==> src/source/cc_regmap_pkg.sv <==
// ------------------------------
// Control block register map
// Wishbone widths and register offsets
// ------------------------------
package cc_regmap_pkg;

  localparam int unsigned WB_AW = 4;
  localparam int unsigned WB_DW = 32;

  // Byte offsets
  localparam logic [WB_AW-1:0] REG_CTRL      = 4'h0;
  localparam logic [WB_AW-1:0] REG_CNT_CORE  = 4'h4;
  localparam logic [WB_AW-1:0] REG_CNT_FP    = 4'h8;
  localparam logic [WB_AW-1:0] REG_CNT_STALL = 4'hc;

  // FP port enabled out of reset
  localparam logic CTRL_RESET = 1'b1;

  localparam int unsigned CNT_W = 32;

endpackage

==> src/source/tcdm_pkg.sv <==
// ------------------------------
// TCDM package
// Memory-side widths, remap sizing and payload structs
// ------------------------------
package tcdm_pkg;

  // Requestor and memory widths
  localparam int unsigned ADDR_W = 32;
  localparam int unsigned DATA_W = 32;
  localparam int unsigned STRB_W = 4;
  localparam int unsigned ID_W   = 3;

  // Remap table, one entry per outstanding request
  localparam int unsigned NUM_REMAP = 4;
  localparam int unsigned REMAP_W   = 2;

  // Register slices on the TCDM side
  localparam bit REG_TCDM_REQ = 1'b1;
  localparam bit REG_TCDM_RSP = 1'b1;

  // ------------------------------
  // Payloads
  // ------------------------------
  typedef struct packed {
    logic [ADDR_W-1:0]  addr;
    logic               write;
    logic [DATA_W-1:0]  data;
    logic [STRB_W-1:0]  strb;
    logic [REMAP_W-1:0] id;
  } tcdm_req_t;

  typedef struct packed {
    logic [DATA_W-1:0]  data;
    logic [REMAP_W-1:0] id;
    logic               error;
  } tcdm_rsp_t;

endpackage

==> src/source/cc_ctrl_regs.sv <==
// ------------------------------
// Control and counter registers
// Wishbone classic slave with FP enable and traffic counters
// ------------------------------
module cc_ctrl_regs (
  input  logic                             clk_i,
  input  logic                             rst_i,
  // Wishbone
  input  logic                             wb_cyc_i,
  input  logic                             wb_stb_i,
  input  logic                             wb_we_i,
  input  logic [cc_regmap_pkg::WB_AW-1:0]   wb_adr_i,
  input  logic [cc_regmap_pkg::WB_DW-1:0]   wb_dat_i,
  input  logic [cc_regmap_pkg::WB_DW/8-1:0] wb_sel_i,
  output logic [cc_regmap_pkg::WB_DW-1:0]   wb_dat_o,
  output logic                             wb_ack_o,
  // Events
  input  logic                             grant_core_i,
  input  logic                             grant_fp_i,
  input  logic                             tcdm_q_valid_i,
  input  logic                             tcdm_q_ready_i,
  output logic                             fp_en_o
);
  import cc_regmap_pkg::*;

  logic             access, wr_en, stall;
  logic             ack_q, ctrl_q;
  logic [CNT_W-1:0] cnt_core_q, cnt_fp_q, cnt_stall_q;
  logic [WB_DW-1:0] rdata;

  // One access per strobe, never back to back
  assign access = wb_cyc_i && wb_stb_i && !ack_q;
  assign wr_en  = access && wb_we_i;
  assign stall  = tcdm_q_valid_i && !tcdm_q_ready_i;

  always_ff @(posedge clk_i or posedge rst_i) begin
    if (rst_i) begin
      ack_q  <= 1'b0;
      ctrl_q <= CTRL_RESET;
    end else begin
      ack_q <= access;
      if (wr_en && wb_adr_i == REG_CTRL && wb_sel_i[0]) begin
        ctrl_q <= wb_dat_i[0];
      end
    end
  end

  // ------------------------------
  // Counters, cleared by any write
  // ------------------------------
  always_ff @(posedge clk_i or posedge rst_i) begin
    if (rst_i) begin
      cnt_core_q  <= '0;
      cnt_fp_q    <= '0;
      cnt_stall_q <= '0;
    end else begin
      if (wr_en && wb_adr_i == REG_CNT_CORE) begin
        cnt_core_q <= '0;
      end else if (grant_core_i) begin
        cnt_core_q <= cnt_core_q + 1'b1;
      end
      if (wr_en && wb_adr_i == REG_CNT_FP) begin
        cnt_fp_q <= '0;
      end else if (grant_fp_i) begin
        cnt_fp_q <= cnt_fp_q + 1'b1;
      end
      if (wr_en && wb_adr_i == REG_CNT_STALL) begin
        cnt_stall_q <= '0;
      end else if (stall) begin
        cnt_stall_q <= cnt_stall_q + 1'b1;
      end
    end
  end

  // Read mux
  always_comb begin
    case (wb_adr_i)
      REG_CTRL:      rdata = {{(WB_DW-1){1'b0}}, ctrl_q};
      REG_CNT_CORE:  rdata = WB_DW'(cnt_core_q);
      REG_CNT_FP:    rdata = WB_DW'(cnt_fp_q);
      REG_CNT_STALL: rdata = WB_DW'(cnt_stall_q);
      default:       rdata = '0;
    endcase
  end

  always_ff @(posedge clk_i) begin
    if (access) begin
      wb_dat_o <= rdata;
    end
  end

  assign wb_ack_o = ack_q;
  assign fp_en_o  = ctrl_q;

  // Master holds the strobe until it sees the ack
  assert property (@(posedge clk_i) disable iff (rst_i)
    wb_cyc_i && wb_stb_i && !wb_ack_o |=> wb_cyc_i && wb_stb_i)
    else $error("cc_ctrl_regs: strobe dropped before ack");

endmodule

==> src/source/cc_mem_top.sv <==
// ------------------------------
// Core complex memory side
// Remapper, TCDM slices and control block
// ------------------------------
module cc_mem_top (
  input  logic                             clk_i,
  input  logic                             rst_i,
  // Core requestor
  input  logic [tcdm_pkg::ADDR_W-1:0]       core_q_addr_i,
  input  logic                             core_q_write_i,
  input  logic [tcdm_pkg::DATA_W-1:0]       core_q_data_i,
  input  logic [tcdm_pkg::STRB_W-1:0]       core_q_strb_i,
  input  logic [tcdm_pkg::ID_W-1:0]         core_q_id_i,
  input  logic                             core_q_valid_i,
  output logic                             core_q_ready_o,
  output logic [tcdm_pkg::DATA_W-1:0]       core_p_data_o,
  output logic [tcdm_pkg::ID_W-1:0]         core_p_id_o,
  output logic                             core_p_error_o,
  output logic                             core_p_valid_o,
  input  logic                             core_p_ready_i,
  // FP requestor
  input  logic [tcdm_pkg::ADDR_W-1:0]       fp_q_addr_i,
  input  logic                             fp_q_write_i,
  input  logic [tcdm_pkg::DATA_W-1:0]       fp_q_data_i,
  input  logic [tcdm_pkg::STRB_W-1:0]       fp_q_strb_i,
  input  logic [tcdm_pkg::ID_W-1:0]         fp_q_id_i,
  input  logic                             fp_q_valid_i,
  output logic                             fp_q_ready_o,
  output logic [tcdm_pkg::DATA_W-1:0]       fp_p_data_o,
  output logic [tcdm_pkg::ID_W-1:0]         fp_p_id_o,
  output logic                             fp_p_error_o,
  output logic                             fp_p_valid_o,
  input  logic                             fp_p_ready_i,
  // TCDM port
  output logic [tcdm_pkg::ADDR_W-1:0]       tcdm_q_addr_o,
  output logic                             tcdm_q_write_o,
  output logic [tcdm_pkg::DATA_W-1:0]       tcdm_q_data_o,
  output logic [tcdm_pkg::STRB_W-1:0]       tcdm_q_strb_o,
  output logic [tcdm_pkg::REMAP_W-1:0]      tcdm_q_id_o,
  output logic                             tcdm_q_valid_o,
  input  logic                             tcdm_q_ready_i,
  input  logic [tcdm_pkg::DATA_W-1:0]       tcdm_p_data_i,
  input  logic [tcdm_pkg::REMAP_W-1:0]      tcdm_p_id_i,
  input  logic                             tcdm_p_error_i,
  input  logic                             tcdm_p_valid_i,
  output logic                             tcdm_p_ready_o,
  // Wishbone
  input  logic                             wb_cyc_i,
  input  logic                             wb_stb_i,
  input  logic                             wb_we_i,
  input  logic [cc_regmap_pkg::WB_AW-1:0]   wb_adr_i,
  input  logic [cc_regmap_pkg::WB_DW-1:0]   wb_dat_i,
  input  logic [cc_regmap_pkg::WB_DW/8-1:0] wb_sel_i,
  output logic [cc_regmap_pkg::WB_DW-1:0]   wb_dat_o,
  output logic                             wb_ack_o
);
  import tcdm_pkg::*;

  tcdm_req_t req_d, req_q;
  tcdm_rsp_t rsp_d, rsp_q;
  logic      req_d_valid, req_d_ready;
  logic      rsp_q_valid, rsp_q_ready;
  logic      grant_core, grant_fp, fp_en;

  tcdm_id_remapper remapper_i (
    .clk_i          (clk_i),
    .rst_i          (rst_i),
    .fp_en_i        (fp_en),
    .core_q_addr_i  (core_q_addr_i),
    .core_q_write_i (core_q_write_i),
    .core_q_data_i  (core_q_data_i),
    .core_q_strb_i  (core_q_strb_i),
    .core_q_id_i    (core_q_id_i),
    .core_q_valid_i (core_q_valid_i),
    .core_q_ready_o (core_q_ready_o),
    .core_p_data_o  (core_p_data_o),
    .core_p_id_o    (core_p_id_o),
    .core_p_error_o (core_p_error_o),
    .core_p_valid_o (core_p_valid_o),
    .core_p_ready_i (core_p_ready_i),
    .fp_q_addr_i    (fp_q_addr_i),
    .fp_q_write_i   (fp_q_write_i),
    .fp_q_data_i    (fp_q_data_i),
    .fp_q_strb_i    (fp_q_strb_i),
    .fp_q_id_i      (fp_q_id_i),
    .fp_q_valid_i   (fp_q_valid_i),
    .fp_q_ready_o   (fp_q_ready_o),
    .fp_p_data_o    (fp_p_data_o),
    .fp_p_id_o      (fp_p_id_o),
    .fp_p_error_o   (fp_p_error_o),
    .fp_p_valid_o   (fp_p_valid_o),
    .fp_p_ready_i   (fp_p_ready_i),
    .req_o          (req_d),
    .req_valid_o    (req_d_valid),
    .req_ready_i    (req_d_ready),
    .rsp_i          (rsp_q),
    .rsp_valid_i    (rsp_q_valid),
    .rsp_ready_o    (rsp_q_ready),
    .grant_core_o   (grant_core),
    .grant_fp_o     (grant_fp)
  );

  // ------------------------------
  // TCDM request and response cuts
  // ------------------------------
  spill_register #(
    .T      (tcdm_req_t),
    .BYPASS (!REG_TCDM_REQ)
  ) spill_req_i (
    .clk_i   (clk_i),
    .rst_i   (rst_i),
    .valid_i (req_d_valid),
    .ready_o (req_d_ready),
    .data_i  (req_d),
    .valid_o (tcdm_q_valid_o),
    .ready_i (tcdm_q_ready_i),
    .data_o  (req_q)
  );

  assign rsp_d = '{data: tcdm_p_data_i, id: tcdm_p_id_i, error: tcdm_p_error_i};

  spill_register #(
    .T      (tcdm_rsp_t),
    .BYPASS (!REG_TCDM_RSP)
  ) spill_rsp_i (
    .clk_i   (clk_i),
    .rst_i   (rst_i),
    .valid_i (tcdm_p_valid_i),
    .ready_o (tcdm_p_ready_o),
    .data_i  (rsp_d),
    .valid_o (rsp_q_valid),
    .ready_i (rsp_q_ready),
    .data_o  (rsp_q)
  );

  assign tcdm_q_addr_o  = req_q.addr;
  assign tcdm_q_write_o = req_q.write;
  assign tcdm_q_data_o  = req_q.data;
  assign tcdm_q_strb_o  = req_q.strb;
  assign tcdm_q_id_o    = req_q.id;

  cc_ctrl_regs ctrl_regs_i (
    .clk_i          (clk_i),
    .rst_i          (rst_i),
    .wb_cyc_i       (wb_cyc_i),
    .wb_stb_i       (wb_stb_i),
    .wb_we_i        (wb_we_i),
    .wb_adr_i       (wb_adr_i),
    .wb_dat_i       (wb_dat_i),
    .wb_sel_i       (wb_sel_i),
    .wb_dat_o       (wb_dat_o),
    .wb_ack_o       (wb_ack_o),
    .grant_core_i   (grant_core),
    .grant_fp_i     (grant_fp),
    .tcdm_q_valid_i (tcdm_q_valid_o),
    .tcdm_q_ready_i (tcdm_q_ready_i),
    .fp_en_o        (fp_en)
  );

endmodule

==> src/source/spill_register.sv <==
// ------------------------------
// Spill register
// Two-slot valid/ready slice for any payload type
// ------------------------------
module spill_register #(
  parameter type T      = logic,
  parameter bit  BYPASS = 1'b0
) (
  input  logic clk_i,
  input  logic rst_i,
  input  logic valid_i,
  output logic ready_o,
  input  T     data_i,
  output logic valid_o,
  input  logic ready_i,
  output T     data_o
);

  if (BYPASS) begin : gen_bypass
    assign valid_o = valid_i;
    assign ready_o = ready_i;
    assign data_o  = data_i;
  end else begin : gen_reg
    logic a_full_q, b_full_q;
    logic a_fill, a_drain, b_fill, b_drain;
    T     a_data_q, b_data_q;

    // Slot a takes new items, slot b holds the older one on a stall
    assign a_fill  = valid_i && ready_o;
    assign a_drain = a_full_q && !b_full_q;
    assign b_fill  = a_drain && !ready_i;
    assign b_drain = b_full_q && ready_i;

    always_ff @(posedge clk_i or posedge rst_i) begin
      if (rst_i) begin
        a_full_q <= 1'b0;
        b_full_q <= 1'b0;
      end else begin
        a_full_q <= a_fill || (a_full_q && !a_drain);
        b_full_q <= b_fill || (b_full_q && !b_drain);
      end
    end

    always_ff @(posedge clk_i) begin
      if (a_fill) begin
        a_data_q <= data_i;
      end
      if (b_fill) begin
        b_data_q <= a_data_q;
      end
    end

    assign valid_o = a_full_q || b_full_q;
    assign ready_o = !a_full_q || !b_full_q;
    assign data_o  = b_full_q ? b_data_q : a_data_q;

    // Output must not change while stalled
    assert property (@(posedge clk_i) disable iff (rst_i)
      valid_o && !ready_i |=> $stable(data_o))
      else $error("spill_register: data_o changed under back-pressure");
  end

endmodule

==> src/source/tcdm_id_remapper.sv <==
// ------------------------------
// TCDM ID remapper
// Merges core and FP requestors onto one TCDM port
// ------------------------------
module tcdm_id_remapper (
  input  logic                        clk_i,
  input  logic                        rst_i,
  input  logic                        fp_en_i,
  // Core requestor
  input  logic [tcdm_pkg::ADDR_W-1:0] core_q_addr_i,
  input  logic                        core_q_write_i,
  input  logic [tcdm_pkg::DATA_W-1:0] core_q_data_i,
  input  logic [tcdm_pkg::STRB_W-1:0] core_q_strb_i,
  input  logic [tcdm_pkg::ID_W-1:0]   core_q_id_i,
  input  logic                        core_q_valid_i,
  output logic                        core_q_ready_o,
  output logic [tcdm_pkg::DATA_W-1:0] core_p_data_o,
  output logic [tcdm_pkg::ID_W-1:0]   core_p_id_o,
  output logic                        core_p_error_o,
  output logic                        core_p_valid_o,
  input  logic                        core_p_ready_i,
  // FP requestor
  input  logic [tcdm_pkg::ADDR_W-1:0] fp_q_addr_i,
  input  logic                        fp_q_write_i,
  input  logic [tcdm_pkg::DATA_W-1:0] fp_q_data_i,
  input  logic [tcdm_pkg::STRB_W-1:0] fp_q_strb_i,
  input  logic [tcdm_pkg::ID_W-1:0]   fp_q_id_i,
  input  logic                        fp_q_valid_i,
  output logic                        fp_q_ready_o,
  output logic [tcdm_pkg::DATA_W-1:0] fp_p_data_o,
  output logic [tcdm_pkg::ID_W-1:0]   fp_p_id_o,
  output logic                        fp_p_error_o,
  output logic                        fp_p_valid_o,
  input  logic                        fp_p_ready_i,
  // TCDM side
  output tcdm_pkg::tcdm_req_t         req_o,
  output logic                        req_valid_o,
  input  logic                        req_ready_i,
  input  tcdm_pkg::tcdm_rsp_t         rsp_i,
  input  logic                        rsp_valid_i,
  output logic                        rsp_ready_o,
  // Event strobes
  output logic                        grant_core_o,
  output logic                        grant_fp_o
);
  import tcdm_pkg::*;

  logic [NUM_REMAP-1:0] busy_q;
  logic [NUM_REMAP-1:0] origin_q;
  logic [ID_W-1:0]      orig_id_q [NUM_REMAP];
  logic [REMAP_W-1:0]   free_idx;
  logic                 any_free;
  logic                 core_req, fp_req, sel_fp, rr_q, grant;
  logic                 rsp_fp, rsp_fire;

  // Lowest free table entry
  always_comb begin
    free_idx = '0;
    any_free = 1'b0;
    for (int i = NUM_REMAP - 1; i >= 0; i--) begin
      if (!busy_q[i]) begin
        free_idx = REMAP_W'(i);
        any_free = 1'b1;
      end
    end
  end

  // ------------------------------
  // Request path
  // ------------------------------
  assign core_req = core_q_valid_i;
  assign fp_req   = fp_q_valid_i && fp_en_i;

  // rr_q set gives the FP port priority
  assign sel_fp      = fp_req && (!core_req || rr_q);
  assign req_valid_o = (core_req || fp_req) && any_free;
  assign grant       = req_valid_o && req_ready_i;

  always_comb begin
    if (sel_fp) begin
      req_o.addr  = fp_q_addr_i;
      req_o.write = fp_q_write_i;
      req_o.data  = fp_q_data_i;
      req_o.strb  = fp_q_strb_i;
    end else begin
      req_o.addr  = core_q_addr_i;
      req_o.write = core_q_write_i;
      req_o.data  = core_q_data_i;
      req_o.strb  = core_q_strb_i;
    end
    req_o.id = free_idx;
  end

  assign core_q_ready_o = grant && !sel_fp;
  assign fp_q_ready_o   = grant && sel_fp;
  assign grant_core_o   = core_q_valid_i && core_q_ready_o;
  assign grant_fp_o     = fp_q_valid_i && fp_q_ready_o;

  // ------------------------------
  // Response path
  // ------------------------------
  assign rsp_fp      = origin_q[rsp_i.id];
  assign rsp_ready_o = rsp_fp ? fp_p_ready_i : core_p_ready_i;
  assign rsp_fire    = rsp_valid_i && rsp_ready_o;

  assign core_p_valid_o = rsp_valid_i && !rsp_fp;
  assign core_p_data_o  = rsp_i.data;
  assign core_p_id_o    = orig_id_q[rsp_i.id];
  assign core_p_error_o = rsp_i.error;

  assign fp_p_valid_o = rsp_valid_i && rsp_fp;
  assign fp_p_data_o  = rsp_i.data;
  assign fp_p_id_o    = orig_id_q[rsp_i.id];
  assign fp_p_error_o = rsp_i.error;

  // Alloc and free never hit the same entry
  always_ff @(posedge clk_i or posedge rst_i) begin
    if (rst_i) begin
      busy_q <= '0;
      rr_q   <= 1'b0;
    end else begin
      if (rsp_fire) begin
        busy_q[rsp_i.id] <= 1'b0;
      end
      if (grant) begin
        busy_q[free_idx] <= 1'b1;
        rr_q             <= !sel_fp;
      end
    end
  end

  always_ff @(posedge clk_i) begin
    if (grant) begin
      origin_q[free_idx]  <= sel_fp;
      orig_id_q[free_idx] <= sel_fp ? fp_q_id_i : core_q_id_i;
    end
  end

  assert property (@(posedge clk_i) disable iff (rst_i)
    rsp_valid_i |-> busy_q[rsp_i.id])
    else $error("tcdm_id_remapper: response for a free remap entry");

  // Priority moves to the other port after each grant
  assert property (@(posedge clk_i) disable iff (rst_i)
    $past(grant) && grant && core_req && fp_req |-> sel_fp != $past(sel_fp))
    else $error("tcdm_id_remapper: round-robin priority did not move");

endmodule

==> config.mk <==
export PLATFORM = sky130hd
export DESIGN_NAME = cc_mem_top
export DESIGN_NICKNAME = d
export VERILOG_FILES = /design/src/source/cc_regmap_pkg.sv /design/src/source/tcdm_pkg.sv /design/src/source/cc_ctrl_regs.sv /design/src/source/cc_mem_top.sv /design/src/source/spill_register.sv /design/src/source/tcdm_id_remapper.sv
export SDC_FILE = /design/constraint.sdc
export NUM_CORES = 1
export LEC_CHECK = 0
export CORE_MARGIN = 10
export CORE_UTILIZATION = 45
export CTS_CLUSTER_DIAMETER = 60
export DETAILED_ROUTE_END_ITERATION = 10
export DONT_BUFFER_PORTS = 1
export GPL_TIMING_DRIVEN = 0
export SYNTH_ARGS = -nofsm -noshare
export SYNTH_HDL_FRONTEND = slang
export SYNTH_SLANG_ARGS = --single-unit
==> constraint.sdc <==
create_clock -name clk_i -period 6.7 [get_ports clk_i]
set_input_delay 1.005 -clock clk_i [delete_from_list [all_inputs] [get_ports clk_i]]
set_output_delay 1.005 -clock clk_i [all_outputs]
set_load 0.05 [all_outputs]
==> results.txt <==
----------------------------------------------------
[Status]
  Result of the run ... finished clean

[Pwr]
  Peak supply drop ... 267 uV
  Leak Pwr ... 6.88 nW
  Cell area power density ... 357 mW/mm2

[Place]
  Final weighted congestion in routability-driven placement ... 0.872
  PortBufs ... 0
  Pre-CTS WS ... 2.72 ns
  DPL Wire Length ... 31.1 mm

[Routing]
  Average wire per cell in the routed design ... 23.9 um
  Via count ... 9865
  Routed WL ... 42.0 mm
  Remaining design rule violation count ... 0
  Violation count after the first detailed-routing iteration ... 696
  Antenna violation net count after detailed routing ... 0
  DRT Pass-1 Iters ... 7
  Average vias per placed instance ... 5.61

[Timing]
  Worst clock skew ... 0.0134 ns
  Number of failing setup endpoints in the final timing report ... 0
  Unrepaired setup endpoints after global routing ... no
  Worst setup margin ... 2.19 ns
  Final critical path time including I/O delays and setup ... 4.51 ns
  Fmax achieved ... 0.222 GHz
  Number of hold violations in the final report ... 0
  Headroom to the max-slew limit ... 0.178
  Max Slew Vio Count ... 0
  Final cycle utilization of the critical path ... 0.673
  Worst hold slack ... 0.319 ns
  Transition time of the tightest slew-check pin ... 1.23 ns

[Run]
  Max-capacitance violation count ... 0

[Floorplanning]
  Core Footprint ... 0.0358 mm2
  Die outline width ... 211 um
  IO Pins ... 412
  Effective utilization at floorplan ... 0.458
  Height of the chip ... 211 um
  Number of standard-cell rows in the floorplan ... 69
  Die ar. ... 0.0445 mm2

[Synth]
  Cell area after technology mapping ... 0.0164 mm2
  Distinct cell type count of the synthesized netlist ... 52
  Average cell area after synthesis ... 13.5 um2
  Synthesis-stage register bit count ... 367
  Dominant register cell in the synthesized netlist ... edfxtp_1
  Fraction of registers with async set/reset ... 0.292
  Most frequently used cell type in the post-synthesis netlist ... edfxtp_1
  Area share of the leading cell type in the synthesized netlist ... 0.475
  Post-synthesis sequential area ratio ... 0.638
  Synth top cells by count ... edfxtp_1 (260), mux2_2 (179), nand2_1 (127)
  Number of instances in the synthesized netlist ... 1217
  Post-synthesis net count ... 1450
  Number of enable flip-flop cells after synthesis ... 260
  Biggest area contributors in the synthesized netlist ... edfxtp_1 (48%), dfrtp_1 (16%), mux2_2 (12%)
  Number of warnings reported in the yosys synthesis log ... 0
  Biggest area consumer among synthesized cells ... edfxtp_1

[Setup path]
  Worst path slowest cell ... a21oi_1
  Number of buffers and inverters on the critical path ... 2
  Critical path's largest stage delay ... 0.97 ns
  Worst setup SP type ... flop
  Worst Path Max Fanout ... 10
  Required time at the worst-slack endpoint ... 5.69 ns
  Crit path kind ... reg2out
  Kind of cell adding the most delay to the critical path ... compound AO/OA/AOI/OAI gates
  Endpoint arrival time on the critical path ... 3.50 ns
  Critical path endpoint category ... primary output
  Crit path cell chain ... mux2i_1 > clkbuf_1 > a211oi_1 > a21oi_1 > buf_4

[Global route]
  Total GRT Usage ... 0.181
  Via count of the first global-routing pass ... 9980
  Initial antenna violation count ... 2
  Global-route wire length before repair ... 62.2 mm
  Pin count of the biggest net entering global routing ... 70
  Global route total overflow ... 0

[Clock tree]
  TritonCTS clock tree ... yes
  Post-CTS setup repair buffer count ... 0
  Clock transition at the registers of the reported paths ... 0.06 ns
  Buffer type at the clock tree root ... clkbuf_16
  Number of hold buffers added after CTS ... 0
  Resized cells post-CTS ... 0
  Skew-Pair Late Insertion Delay ... 0.55 ns
  Sinks on the clock net ... 367
  H-tree levels ... 2
  CTS max path bufs ... 3
  Total clock buffers created by CTS ... 42

[Layout]
  Fin nets ... 1501
  Syn-to-layout area delta ... 12.9%
  Proportion of layout cells with a drive suffix above 1 ... 0.244
  Multi-input gate area in the final layout ... 0.00546 mm2
  Sequential cell area ... 0.0105 mm2
  Final standard cell utilization of the core ... 0.517
  Fill cell instance count of the final layout ... 2971
  Antenna diodes ... 0

[Worst hold path]
  Worst min-delay path category ... in2async

----------------------------------------------------
where the power goes:
part	internal, W	switching, W
Combinational	0.000358	0.00116
Clock	0.00133	0.000882
Sequential	0.00273	0.000171
state kept, by name, summed over array words and instances, names as in the netlist:
register / count
ctrl_regs_i.cnt_core_q: 32
ctrl_regs_i.cnt_fp_q: 32
ctrl_regs_i.cnt_stall_q: 32
ctrl_regs_i.fp_en_o: 1
ctrl_regs_i.wb_ack_o: 1
ctrl_regs_i.wb_dat_o: 32
remapper_i.busy_q: 4
remapper_i.orig_id_q: 12
remapper_i.origin_q: 4
remapper_i.rr_q: 1
spill_req_i.gen_reg.a_data_q: 71
spill_req_i.gen_reg.a_full_q: 1
spill_req_i.gen_reg.b_data_q: 71
spill_req_i.gen_reg.b_full_q: 1
spill_rsp_i.gen_reg.a_data_q: 35
spill_rsp_i.gen_reg.a_full_q: 1
spill_rsp_i.gen_reg.b_data_q: 35
spill_rsp_i.gen_reg.b_full_q: 1
cell type report:
class                           count  share of cell area
Clock buffer                       57              0.0648
Tap cell                          461              0.0311
Sequential cell                   367               0.566
Timing Repair Buffer                7             0.00864
Clock inverter                     16             0.00729
Buffer                             86              0.0259
Multi-Input combinational cell    755               0.295
Inverter                            9             0.00209
worst paths after layout:
| check | endpoint | slack (ns) | from | cells after the start |
|---|---|---|---|---|
| max | fp_p_id_o[2] | 2.19 | spill_rsp_i.gen_reg.b_full_q | 5 |
| max in group asynchronous | ctrl_regs_i.fp_en_o | 5.68 | rst_i | 2 |
| min in group clk_i | spill_rsp_i.gen_reg.b_data_q[22] | 0.44 | spill_rsp_i.gen_reg.a_data_q[22] | 0 |
| max reg2reg | ctrl_regs_i.cnt_core_q[15] | 3.64 | ctrl_regs_i.wb_ack_o | 5 |
| min | ctrl_regs_i.cnt_core_q[2] | 0.32 | rst_i | 1 |
| min reg2reg | spill_rsp_i.gen_reg.b_data_q[22] | 0.44 | spill_rsp_i.gen_reg.a_data_q[22] | 0 |
metal layers:
layer  wire, um  track usage  vias up
met2      19500        0.281      359
met1      17800        0.232     4854
met4       1050       0.0587        4
met3       3520       0.0634       56
met5         27            0        -
li1           -            -     4592
layout by cell type (no fill, tap or decap), types with 10 or more instances in the layout:
| cell type | netlist | final |
|---|---|---|
| a21oi_1 | 30 | 30 |
| a22oi_1 | 31 | 31 |
| and2_1 | 13 | 12 |
| and3_1 | 15 | 15 |
| buf_2 | 14 | 14 |
| buf_4 | 37 | 37 |
| clkbuf_1 | 34 | 43 |
| clkbuf_16 | 0 | 45 |
| dfrtp_1 | 106 | 106 |
| edfxtp_1 | 260 | 260 |
| mux2_2 | 179 | 179 |
| mux2i_1 | 18 | 18 |
| nand2_1 | 127 | 127 |
| nand2b_1 | 10 | 10 |
| nand3_1 | 37 | 37 |
| nand4_1 | 34 | 34 |
| nor2_1 | 74 | 72 |
| nor3_1 | 10 | 10 |
| nor4_1 | 10 | 10 |
| o21ai_0 | 25 | 25 |
| or3_1 | 20 | 20 |
| xor2_1 | 47 | 47 |
logic make-up (layout without fill, tap and decap cells):
kind of cell               count (synthesis)  after routing  share of synthesized area
and+or+nand+nor                          387            387                      0.119
DFF                                      367            367                      0.638
muxes                                    197            197                      0.134
AOI/OAI and AO/OA                        112            112                     0.0456
buffers and inverters                     95            175                     0.0312
xor gates and xnor gates                  56             56                     0.0299
adders and majority gates                  3              3                    0.00229
worst register-to-register path, delay by kind of cell, from the launching register on:
family	cells	cell delay (ns)
simple gates	3	1.45
buf+inv	2	0.87
flops	1	0.60
stage by stage:
stage,TNS (ns),area (um2),power [W],std cells
after global routing,0,18500,0.00689,1758
after global placement,-7.69,17000,0.00445,1678
after detailed placement,0,17200,0.00448,1685
final,0,18500,0.00662,1758
after CTS,0,18500,0.00671,1758
after floorplan,0,16400,0.00419,1217
Power figures use the tool's default switching activity.
